**src/bt_bitproc_pkg.sv**
```systemverilog
`default_nettype none

package bt_bitproc_pkg;

  // BR packet types on the header TYPE field
  typedef enum logic [3:0] {
    NULL = 4'd0,
    POLL = 4'd1,
    DM1  = 4'd3,
    DH1  = 4'd4,
    DM3  = 4'd10,
    DH3  = 4'd11,
    DM5  = 4'd14,
    DH5  = 4'd15
  } pk_type_e;

  typedef enum logic [1:0] {
    IDLE,
    HEADER,
    PAYLOAD
  } tx_phase_e;

  localparam int LT_ADDR_W   = 3;
  localparam int UAP_W       = 8;
  localparam int HDR_BITS    = 18;  // 10 field bits + 8 hec bits
  localparam int PYLEN_W     = 10;
  localparam int PYBIT_W     = 13;
  localparam int BUF_WORDS   = 8;
  localparam int BUF_AW      = 3;
  localparam int BUF_DW      = 32;
  localparam int MAX_PYBYTES = 32;
  localparam int WHITE_W     = 7;

  // D^8 + D^7 + D^5 + D^2 + D + 1
  localparam logic [UAP_W-1:0] HEC_POLY = 8'b1010_0111;

  // DM/DH types carry a buffer payload
  function automatic logic is_data_type(input pk_type_e t);
    case (t)
      DM1, DH1, DM3, DH3, DM5, DH5: is_data_type = 1'b1;
      default:                      is_data_type = 1'b0;
    endcase
  endfunction

endpackage

`default_nettype wire

```
**src/arq_ctrl.sv**
```systemverilog
`timescale 1ns/1ps
`default_nettype none

module arq_ctrl
  import bt_bitproc_pkg::*;
(
  input  logic     clk_6M,
  input  logic     rstz,
  input  logic     load,
  input  pk_type_e pk_type,
  input  logic     dec_py_endp,
  input  logic     dec_hecgood,
  input  logic     dec_crcgood,
  input  logic     dec_arqn,
  output logic     tx_arqn,
  output logic     tx_seqn
);

  logic seqn_q;
  logic ack_pend;  // last data packet acked by peer
  logic seqn_flip;

  assign seqn_flip = load & is_data_type(pk_type) & ack_pend;

  // header latches on load, so it must see the new seqn that same cycle
  assign tx_seqn = seqn_q ^ seqn_flip;

  always_ff @(posedge clk_6M or negedge rstz)
  begin
    if (!rstz)
    begin
      tx_arqn  <= 1'b0;
      seqn_q   <= 1'b1;
      ack_pend <= 1'b0;
    end
    else
    begin
      if (dec_py_endp)
        tx_arqn <= dec_hecgood & dec_crcgood;
      if (seqn_flip)
        seqn_q <= ~seqn_q;
      if (dec_py_endp & dec_hecgood & dec_arqn)
        ack_pend <= 1'b1;
      else if (load & is_data_type(pk_type))
        ack_pend <= 1'b0;
    end
  end

endmodule

`default_nettype wire

```
**src/bt_bitproc.sv**
```systemverilog
`timescale 1ns/1ps
`default_nettype none

module bt_bitproc
  import bt_bitproc_pkg::*;
(
  input  logic                 clk_6M,
  input  logic                 rstz,
  input  logic                 p_1us,
  input  logic                 tx_packet_st_p,
  input  pk_type_e             regi_packet_type,
  input  logic [LT_ADDR_W-1:0] regi_lt_addr,
  input  logic [UAP_W-1:0]     regi_uap,
  input  logic                 regi_flow,
  input  logic [PYLEN_W-1:0]   regi_payloadlen,
  input  logic                 regi_txwhitening,
  input  logic [27:0]          bt_clk,
  input  logic [BUF_AW-1:0]    txbsm_addr,
  input  logic [BUF_DW-1:0]    txbsm_din,
  input  logic                 txbsm_we,
  input  logic                 dec_py_endp,
  input  logic                 dec_hecgood,
  input  logic                 dec_crcgood,
  input  logic                 dec_arqn,
  output logic                 txbit,
  output logic                 txbit_period,
  output logic                 txbit_period_endp,
  output logic [PYBIT_W-1:0]   pylenbit,
  output logic                 extendslot,
  output logic                 tx_arqn,
  output logic                 tx_seqn
);

  logic               load, adv, hdr_shift, busy;
  logic [PYBIT_W-1:0] py_idx;
  logic               hdr_bit, py_bit, white_bit;

  pktype_decode pktype_decode_u (
    .pk_type    (regi_packet_type),
    .payloadlen (regi_payloadlen ),
    .pylenbit   (pylenbit        ),
    .extendslot (extendslot      )
  );

  hdr_encode hdr_encode_u (
    .clk_6M  (clk_6M          ),
    .rstz    (rstz            ),
    .load    (load            ),
    .shift   (hdr_shift       ),
    .lt_addr (regi_lt_addr    ),
    .pk_type (regi_packet_type),
    .flow    (regi_flow       ),
    .arqn    (tx_arqn         ),
    .seqn    (tx_seqn         ),
    .uap     (regi_uap        ),
    .hdr_bit (hdr_bit         )
  );

  whitening whitening_u (
    .clk_6M    (clk_6M   ),
    .rstz      (rstz     ),
    .load      (load     ),
    .step      (adv      ),
    .bt_clk    (bt_clk   ),
    .white_bit (white_bit)
  );

  tx_buffer tx_buffer_u (
    .clk_6M     (clk_6M    ),
    .txbsm_addr (txbsm_addr),
    .txbsm_din  (txbsm_din ),
    .txbsm_we   (txbsm_we  ),
    .busy       (busy      ),
    .py_idx     (py_idx    ),
    .py_bit     (py_bit    )
  );

  arq_ctrl arq_ctrl_u (
    .clk_6M      (clk_6M          ),
    .rstz        (rstz            ),
    .load        (load            ),
    .pk_type     (regi_packet_type),
    .dec_py_endp (dec_py_endp     ),
    .dec_hecgood (dec_hecgood     ),
    .dec_crcgood (dec_crcgood     ),
    .dec_arqn    (dec_arqn        ),
    .tx_arqn     (tx_arqn         ),
    .tx_seqn     (tx_seqn         )
  );

  tx_bit_ctrl tx_bit_ctrl_u (
    .clk_6M            (clk_6M           ),
    .rstz              (rstz             ),
    .p_1us             (p_1us            ),
    .tx_packet_st_p    (tx_packet_st_p   ),
    .pylenbit          (pylenbit         ),
    .hdr_bit           (hdr_bit          ),
    .py_bit            (py_bit           ),
    .white_bit         (white_bit        ),
    .whiten_en         (regi_txwhitening ),
    .load              (load             ),
    .adv               (adv              ),
    .hdr_shift         (hdr_shift        ),
    .py_idx            (py_idx           ),
    .busy              (busy             ),
    .txbit             (txbit            ),
    .txbit_period      (txbit_period     ),
    .txbit_period_endp (txbit_period_endp)
  );

endmodule

`default_nettype wire

```
**src/hdr_encode.sv**
```systemverilog
`timescale 1ns/1ps
`default_nettype none

module hdr_encode
  import bt_bitproc_pkg::*;
(
  input  logic                 clk_6M,
  input  logic                 rstz,
  input  logic                 load,
  input  logic                 shift,
  input  logic [LT_ADDR_W-1:0] lt_addr,
  input  pk_type_e             pk_type,
  input  logic                 flow,
  input  logic                 arqn,
  input  logic                 seqn,
  input  logic [UAP_W-1:0]     uap,
  output logic                 hdr_bit
);

  logic [HDR_BITS-UAP_W-1:0] fields;
  logic [UAP_W-1:0]          hec;
  logic                      fb;
  logic [HDR_BITS-1:0]       hdr_load;
  logic [HDR_BITS-1:0]       hdr_sr;

  always_comb
  begin
    fields = {seqn, arqn, flow, pk_type, lt_addr};  // bit 0 goes out first
    hec = uap;
    fb = 1'b0;
    for (int i = 0; i < HDR_BITS - UAP_W; i++)
    begin
      fb  = fields[i] ^ hec[UAP_W-1];
      hec = {hec[UAP_W-2:0], 1'b0} ^ (fb ? HEC_POLY : '0);
    end

    hdr_load[HDR_BITS-UAP_W-1:0] = fields;
    // hec msb first after the fields
    for (int k = 0; k < UAP_W; k++)
    begin
      hdr_load[HDR_BITS-UAP_W+k] = hec[UAP_W-1-k];
    end
  end

  always_ff @(posedge clk_6M or negedge rstz)
  begin
    if (!rstz)
      hdr_sr <= '0;
    else if (load)
      hdr_sr <= hdr_load;
    else if (shift)
      hdr_sr <= {1'b0, hdr_sr[HDR_BITS-1:1]};
  end

  assign hdr_bit = hdr_sr[0];

endmodule

`default_nettype wire

```
**src/pktype_decode.sv**
```systemverilog
`timescale 1ns/1ps
`default_nettype none

module pktype_decode
  import bt_bitproc_pkg::*;
(
  input  pk_type_e             pk_type,
  input  logic [PYLEN_W-1:0]   payloadlen,
  output logic [PYBIT_W-1:0]   pylenbit,
  output logic                 extendslot
);

  logic [2:0] slots;

  always_comb
  begin
    case (pk_type)
      NULL, POLL, DM1, DH1: slots = 3'd1;
      DM3, DH3:             slots = 3'd3;
      DM5, DH5:             slots = 3'd5;
      default:              slots = 3'd1;  // undefined codes stay single slot
    endcase
  end

  // bytes to bits, control packets carry nothing
  assign pylenbit = is_data_type(pk_type) ? {payloadlen, 3'b000} : '0;

  assign extendslot = (slots > 3'd1);

  // the transmit buffer only holds MAX_PYBYTES
  a_pylen_range: assert #0 (!is_data_type(pk_type) || payloadlen <= MAX_PYBYTES)
    else $error("payloadlen %0d exceeds buffer size", payloadlen);

endmodule

`default_nettype wire

```
**src/tx_bit_ctrl.sv**
```systemverilog
`timescale 1ns/1ps
`default_nettype none

module tx_bit_ctrl
  import bt_bitproc_pkg::*;
(
  input  logic               clk_6M,
  input  logic               rstz,
  input  logic               p_1us,
  input  logic               tx_packet_st_p,
  input  logic [PYBIT_W-1:0] pylenbit,
  input  logic               hdr_bit,
  input  logic               py_bit,
  input  logic               white_bit,
  input  logic               whiten_en,
  output logic               load,
  output logic               adv,
  output logic               hdr_shift,
  output logic [PYBIT_W-1:0] py_idx,
  output logic               busy,
  output logic               txbit,
  output logic               txbit_period,
  output logic               txbit_period_endp
);

  tx_phase_e                     phase;
  logic [$clog2(HDR_BITS)-1:0]   hdr_cnt;
  logic                          hdr_last;
  logic                          py_last;
  logic                          raw_bit;

  assign load      = tx_packet_st_p & (phase == IDLE);
  assign adv       = p_1us & (phase != IDLE);
  assign hdr_shift = adv & (phase == HEADER);

  assign hdr_last = (hdr_cnt == HDR_BITS - 1);
  assign py_last  = (py_idx == pylenbit - 1'b1);

  // last bit consumed, header only when there is no payload
  assign txbit_period_endp = adv & (((phase == HEADER) & hdr_last & (pylenbit == '0)) |
                                    ((phase == PAYLOAD) & py_last));

  always_ff @(posedge clk_6M or negedge rstz)
  begin
    if (!rstz)
    begin
      phase   <= IDLE;
      hdr_cnt <= '0;
      py_idx  <= '0;
    end
    else
    begin
      case (phase)
        IDLE:
          if (load)
          begin
            phase   <= HEADER;
            hdr_cnt <= '0;
            py_idx  <= '0;
          end
        HEADER:
          if (adv)
          begin
            hdr_cnt <= hdr_cnt + 1'b1;
            if (hdr_last)
              phase <= (pylenbit != '0) ? PAYLOAD : IDLE;
          end
        PAYLOAD:
          if (adv)
          begin
            py_idx <= py_idx + 1'b1;
            if (py_last)
              phase <= IDLE;
          end
        default: phase <= IDLE;
      endcase
    end
  end

  always_comb
  begin
    case (phase)
      HEADER:  raw_bit = hdr_bit;
      PAYLOAD: raw_bit = py_bit;
      default: raw_bit = 1'b0;
    endcase
  end

  assign txbit        = raw_bit ^ (whiten_en & (phase != IDLE) & white_bit);
  assign txbit_period = (phase != IDLE);
  assign busy         = txbit_period;  // buffer locked for the whole packet

  a_start_idle: assert property (@(posedge clk_6M) disable iff (!rstz)
    tx_packet_st_p |-> phase == IDLE)
    else $error("tx_packet_st_p while a packet is in flight");

  a_endp_pulse: assert property (@(posedge clk_6M) disable iff (!rstz)
    txbit_period_endp |=> !txbit_period_endp && !txbit_period)
    else $error("txbit_period_endp not a single pulse");

endmodule

`default_nettype wire

```
**src/tx_buffer.sv**
```systemverilog
`timescale 1ns/1ps
`default_nettype none

module tx_buffer
  import bt_bitproc_pkg::*;
(
  input  logic               clk_6M,
  input  logic [BUF_AW-1:0]  txbsm_addr,
  input  logic [BUF_DW-1:0]  txbsm_din,
  input  logic               txbsm_we,
  input  logic               busy,
  input  logic [PYBIT_W-1:0] py_idx,
  output logic               py_bit
);

  logic [BUF_DW-1:0] mem [BUF_WORDS];
  logic [BUF_DW-1:0] rd_word;

  // host side
  always_ff @(posedge clk_6M)
  begin
    if (txbsm_we)
      mem[txbsm_addr] <= txbsm_din;
  end

  // word = idx / 32, bit = idx mod 32, so bytes leave lsb first
  assign rd_word = mem[py_idx[$clog2(BUF_DW) +: BUF_AW]];
  assign py_bit  = rd_word[py_idx[$clog2(BUF_DW)-1:0]];

  // payload must not change under the bit reader
  a_no_wr_busy: assert property (@(posedge clk_6M) txbsm_we |-> !busy)
    else $error("host write to tx buffer during packet");

endmodule

`default_nettype wire

```
**src/whitening.sv**
```systemverilog
`timescale 1ns/1ps
`default_nettype none

module whitening
  import bt_bitproc_pkg::*;
(
  input  logic        clk_6M,
  input  logic        rstz,
  input  logic        load,
  input  logic        step,
  input  logic [27:0] bt_clk,
  output logic        white_bit
);

  logic [WHITE_W-1:0] lfsr;

  // g(D) = D^7 + D^4 + 1
  always_ff @(posedge clk_6M or negedge rstz)
  begin
    if (!rstz)
      lfsr <= '0;
    else if (load)
      lfsr <= {1'b1, bt_clk[6:1]};  // seed from CLK6-1
    else if (step)
      lfsr <= {lfsr[WHITE_W-2:0], lfsr[WHITE_W-1]} ^ {2'b00, lfsr[WHITE_W-1], 4'b0000};
  end

  assign white_bit = lfsr[WHITE_W-1];

endmodule

`default_nettype wire
```
**config.mk**
```make
export PLATFORM = sky130hd
export DESIGN_NAME = bt_bitproc
export DESIGN_NICKNAME = d
export VERILOG_FILES = /design/src/bt_bitproc_pkg.sv /design/src/arq_ctrl.sv /design/src/bt_bitproc.sv /design/src/hdr_encode.sv /design/src/pktype_decode.sv /design/src/tx_bit_ctrl.sv /design/src/tx_buffer.sv /design/src/whitening.sv
export SDC_FILE = /design/constraint.sdc
export NUM_CORES = 1
export LEC_CHECK = 0
export BUFFER_PORTS_ARGS = -buffer_cell sky130_fd_sc_hd__buf_4
export CAP_MARGIN = 20
export CORE_ASPECT_RATIO = 1.4
export CORE_MARGIN = 3
export CORE_UTILIZATION = 51
export DETAILED_ROUTE_END_ITERATION = 10
export HOLD_SLACK_MARGIN = 0.1
export PLACE_DENSITY = 0.7
export SYNTH_ARGS = -nofsm -noshare
export SYNTH_HDL_FRONTEND = slang
export SYNTH_HIERARCHICAL = 1
export SYNTH_SLANG_ARGS = --single-unit
```
**constraint.sdc**
```tcl
create_clock -name clk_6M -period 8.6 [get_ports clk_6M]
set_clock_uncertainty 0.1 [all_clocks]
set_input_delay 1.29 -clock clk_6M [delete_from_list [all_inputs] [get_ports clk_6M]]
set_output_delay 1.29 -clock clk_6M [all_outputs]
set_load 0.02 [all_outputs]
```
# Word level (Yosys, flattened, before mapping)
# Memory sizes are Yosys's and may differ from the RTL's.
# Index checks and enable logic that the tools add are counted.
# totals
reg_bits	48
wordCells	120
memories	2
ramBits	256
rom_bits	32
in_bits	99
out_inout_bits	19
# classes
magnitude_cmp	2
eq_ne	15
n_addsub	3
n_mux	37
reduce_logical	13
bitwise_logic	40
# mem_list
memory	words	width	read_ports	rd_clocked_by_memory_dff	wr	line	rtl
tx_buffer_u.mem	8	32	1	0	1	tx_buffer.sv:16	logic [BUF_DW-1:0] mem [BUF_WORDS];
(name not given)	16	2	1	0	0	pktype_decode.sv:17	case (pk_type)
# ops
operator	n
2-to-1 mux 8 bit	10
XOR 8 bit	10
2-to-1 mux 13 bit	3
2-to-1 mux 18 bit	2
case mux 13 bit (2 select lines)	1
equality test 4 bit (second input constant)	4
AND 1 bit	15
2-to-1 mux 7 bit	2
adder 13 x 1 -> 13 bit (second input constant)	1
equality test 13 bit	1
logical NOT 13 bit	1
nonzero test 13 bit	1
subtractor 13 x 1 -> 13 bit (second input constant)	1
2-to-1 mux 2 bit	6
nonzero test 2 bit	6
XOR 1 bit	12
2-to-1 mux 5 bit	2
case mux 5 bit (2 select lines)	1
!= test 2 x 1 -> 1 bit (second input constant)	4
2-to-1 mux 1 bit	7
XOR 7 x 5 -> 7 bit	1
less-than comparator 5 x 6 -> 1 bit (second input constant)	1
case mux 2 bit (3 select lines)	1
AND reduction 3 bit	2
15 further kinds	15

# Longest topological paths before layout
# logic_depth
word_depth	31
depth_mapped	12
ltp_nobuf	12

# Hierarchy
# The synthesis kept the hierarchy.
# modules_own_cells
module	seq_area_each_um2	cells_per_inst	area_each_um2	instances
tx_buffer	7687.4	467	9968.3	1
tx_bit_ctrl	500.5	180	1577.8	1
hdr_encode	450.4	108	1174.9	1
whitening	175.2	31	340.3	1
arq_ctrl	76.3	17	167.7	1
pktype_decode	0.0	19	148.9	1

# Least setup slack after synthesis
# No wires, ideal clock.
# synth_timing
path_kind	input port to output port
start	in regi_packet_type[1]
end	out txbit_period_endp
t_required_ns	7.210
n_path_buf	1
stages	8
setup_slack_ns	3.513
arrival_time_ns	3.697
cell_sequence	or4b_4 buf_6 a21boi_1 mux2_2 a311o_1 nand2_1 nand4_1 o31ai_1
# synth_via
elab_chain_len	9
word_cells_on_any_way	16
cone_classes	add/sub (1); eq/ne (7); mux (2); bitwise (4); reduce/logical (2)
# synth_rtl
item	line	rtl
start, declared	bt_bitproc.sv:11	input pk_type_e regi_packet_type,
equality test 4 x 2 -> 1 bit, or another cell as far along	bt_bitproc_pkg.sv:39	case (t)
OR reduction 6 bit *	bt_bitproc_pkg.sv:39	
2-to-1 mux 1 bit *	bt_bitproc_pkg.sv:39	
2-to-1 mux 13 bit *	pktype_decode.sv:26	assign pylenbit = is_data_type(pk_type) ? {payloadlen, 3'b000} : '0;
via pylenbit[5]	bt_bitproc.sv:28	output logic [PYBIT_W-1:0] pylenbit,
subtractor 13 x 1 -> 13 bit	tx_bit_ctrl.sv:37	assign py_last = (py_idx == pylenbit - 1'b1);
equality test 13 bit	tx_bit_ctrl.sv:37	
AND 1 bit	tx_bit_ctrl.sv:41	((phase == PAYLOAD) & py_last));
OR 1 bit *	tx_bit_ctrl.sv:40	assign txbit_period_endp = adv & (((phase == HEADER) & hdr_last & (pylenbit == '0)) |
AND 1 bit *	tx_bit_ctrl.sv:40	
end, declared	bt_bitproc.sv:27	output logic txbit_period_endp,
# Mark *: on every way through the listed nets, which the timed path passes. The rest lies on a longest branch.

# Worst setup path in the final report
# layout_timing
start	reg tx_bit_ctrl_u.py_idx[6]
end	out txbit
# layout_via
elab_chain_len	5
# layout_rtl
item	line	rtl
start, declared	tx_bit_ctrl.sv:19	output logic [PYBIT_W-1:0] py_idx,
start signal, assigned	tx_bit_ctrl.sv:71	py_idx <= py_idx + 1'b1;
memory (8 x 32 bit)	--	
binary-select mux 1 bit (select 5 bit)	tx_buffer.sv:28	assign py_bit = rd_word[py_idx[$clog2(BUF_DW)-1:0]];
2-to-1 mux 1 bit (not written as such)	tx_buffer.sv:28	
via py_bit	bt_bitproc.sv:36	logic hdr_bit, py_bit, white_bit;
case mux 1 bit (2 select lines)	tx_bit_ctrl.sv:82	case (phase)
XOR 1 bit	tx_bit_ctrl.sv:89	assign txbit = raw_bit ^ (whiten_en & (phase != IDLE) & white_bit);
end, declared	bt_bitproc.sv:25	output logic txbit,
# The timed path passes the listed nets, and every way through them passes these cells. The select of a mux whose other input is x is not followed.

==> impl_metrics.yaml <==
status:
  status: "complete, no violations"
cts:
  clockRootBuffer: "clkbuf_16"
  cts.path.max_buffers: 3
  cts_hold_buf: 0
  cts.repair.resized: 0
  clock_sinks: 304
  post_cts_buffers: 0
  cts_tree: "yes"
  clk_pin_slew_ps: 60
  clk_latency_ps: 530
  cts_made_buffers: 29
  htree_levels: 1
setup_path:
  worstSetupPathType: "reg -> out"
  cp.arrival_ps: 4220
  worst_setup_path_start_kind: "flip-flop"
  critPathCaptureType: "output port"
  crit_start: "tx_bit_ctrl_u/py_idx[6]"
  worstPathRequired_ps: 7210
  timing.rr.start: "tx_bit_ctrl_u/phase[0]"
  crit_path_max_fanout: 41
global_route:
  grt_pass1_vias: 7411
  grt_pass1_wl_um: 40100
  antenna_found_initial: 0
  grt_usage: 0.183
  overflow: 0
  grt_max_degree: 52
logic_synthesis:
  yosys.area.top_type: "edfxtp_1"
  netlist_instances: 822
  synth-edff-count: 256
  ys_warn_count: 6
  avgSynthCellArea_um2: 16.3
  async_flop_share: 0.158
  seq_area_frac_synth: 0.665
  synthFlopType: "edfxtp_1"
  synth_area_leaders: "edfxtp_1 (57%), dfrtp_1 (8.8%), mux4_2 (6.9%)"
  synth_area_um2: 13400
  synth-seq-cells: 304
  synth.distinct_cells: 81
  synth_top_area_frac: 0.575
worst_hold_path:
  hold_class: "reg -> reg"
  worstHoldStart: "whitening_u/lfsr[5]"
placed_design:
  place_hpwl_um: 16200
  gp_congestion: 0.805
  placed_area_um2: 14400
  port_buffers: 92
  placedCellCount: 1202
sta:
  rsz0062_at_grt: "false"
  whs_ps: 395
  hold_viol: 0
  worst-slew-pin-transition_ps: 1070
  fmax_mhz: 178
  final-setup-viol-count: 0
  tns_ps: 0
  slew_headroom: 0.286
  slew_viol_final: 0
  period_share: 0.653
  fin_crit_ps: 5610
drt:
  wl_per_cell_um: 20.9
  drt_iter0_drc: 463
  routed_wl_um: 26300
  viasPerCell: 5.82
  drc_errors: 0
  ant_nets: 0
  dr.pass1.iters: 7
  vias: 7319
cells_and_area:
  finalInstanceArea_um2: 15400
  n_antenna_cell: 0
  final_cell_count_no_fill: 1257
  synthToLayoutAreaGrowth_pct: 15.1
  layout-drive-gt1-share: 0.239
  layout.nets: 1024
floorplan:
  die_w_um: 143
  core_area_um2: 25600
  ios: 118
  rows: 69
  die_area_um2: 28200
  die_h_um: 198
  start_util: 0.522
pwr:
  powerDensity_nw_per_um2: 229
  max-vdd-ir-drop_v: 0.000198
  p_leak_nw: 5.23
run:
  drv_cap: 0
[synth_stat cells (all sizes together), types with 8 or more instances]
cell / count
edfxtp: 256
inv: 14
buf: 32
nor2b: 9
nand3: 11
nor2: 39
a21oi: 8
o21ai: 33
mux4: 42
a21boi: 10
xor2: 27
nand2: 35
dfrtp: 47
nor3: 11
mux2i: 77
o22ai: 17
ha: 8
clkbuf: 11
xnor2: 34
[through the flow]
step | total power, mW | utilization | setup slack, ps
floorplan | 2.12 | - | 3510
global placement | 2.24 | 0.558 | 3130
detailed placement | 2.26 | 0.560 | 3100
CTS | 3.57 | 0.598 | 2920
global route | 3.68 | 0.601 | 2680
finish | 3.53 | 0.601 | 2990
[final timing paths]
path	endpoint	slack, ps	cells after the start
worst max-delay path	txbit	2990	11
worst min-delay path	whitening_u/lfsr[6]	390	1
worst max register to register	hdr_encode_u/hdr_sr[11]	5230	8
worst min register to register	whitening_u/lfsr[6]	390	1
max in group asynchronous	tx_bit_ctrl_u/py_idx[6]	7260	1
min in group asynchronous	whitening_u/lfsr[2]	670	1
[layout by cell type (no fill, tap or decap), drive strengths merged, types with 5 or more instances in the layout]
master and instances:
xnor2 34, o21ai 33, buf 106, inv 15, clkinv 13, o22ai 17, dfrtp 47, nor2 39
nor3 11, a21boi 10, bufinv 6, clkbuf 30, o22a 6, nand4 6, edfxtp 256, xor2 27
a211oi 5, nor2b 9, a21oi 8, ha 8, nand3 11, mux2i 77, nand2 35, nor4 6
and3 6, nand2b 5, mux4 42
[logic make-up after synthesis]
logic type      synth area share
compound gates            0.0618
xor+xnor                  0.0492
fa+ha+maj                0.00748
buf+inv                   0.0267
flops                      0.665
mux                        0.131
other cells             0.000280
simple gates              0.0589
[power by group]
group | internal (mW) | total, mW | leakage [nW] | switching (mW)
Combinational | 0.211 | 0.465 | 1.81 | 0.253
Clock | 0.792 | 1.31 | 0.478 | 0.515
Sequential | 1.71 | 1.76 | 2.94 | 0.0500
[worst max-delay path, cell delays in order (launching register included)]
cell,delay (ps)
dfrtp_4,800
buf_4,650
mux4_2,600
mux2i_1,200
o2111ai_1,140
o41a_1,190
a311oi_1,310
a22oi_1,160
a22o_1,250
nand2_1,100
xnor2_1,120
buf_4,160
[sequential cells by signal, indices dropped and copies added, names as in the netlist]
name	cells
tx_buffer_u/mem	256
hdr_encode_u/hdr_sr	18
tx_bit_ctrl_u/py_idx	13
whitening_u/lfsr	7
tx_bit_ctrl_u/hdr_cnt	5
tx_bit_ctrl_u/phase	2
arq_ctrl_u/ack_pend	1
arq_ctrl_u/seqn_q	1
arq_ctrl_u/tx_arqn	1
[per-layer routing]
| layer | global-route usage | part of all wire |
|---|---|---|
| met5 | 0 | 0 |
| met4 | 0.0461 | 0.017 |
| met3 | 0.0337 | 0.060 |
| met2 | 0.334 | 0.52 |
| met1 | 0.223 | 0.40 |
[cell type report]
cell class                 count  area [um2]
tap                          319         399
inverter                      14        52.6
timing repair buffer         106         871
sequential                   304        8900
clock buffer                  30         729
fill                        1918       10200
multi-input combinational    462        4200
clock inverter                22         258
Note: power is estimated with default switching activity, not from simulation.
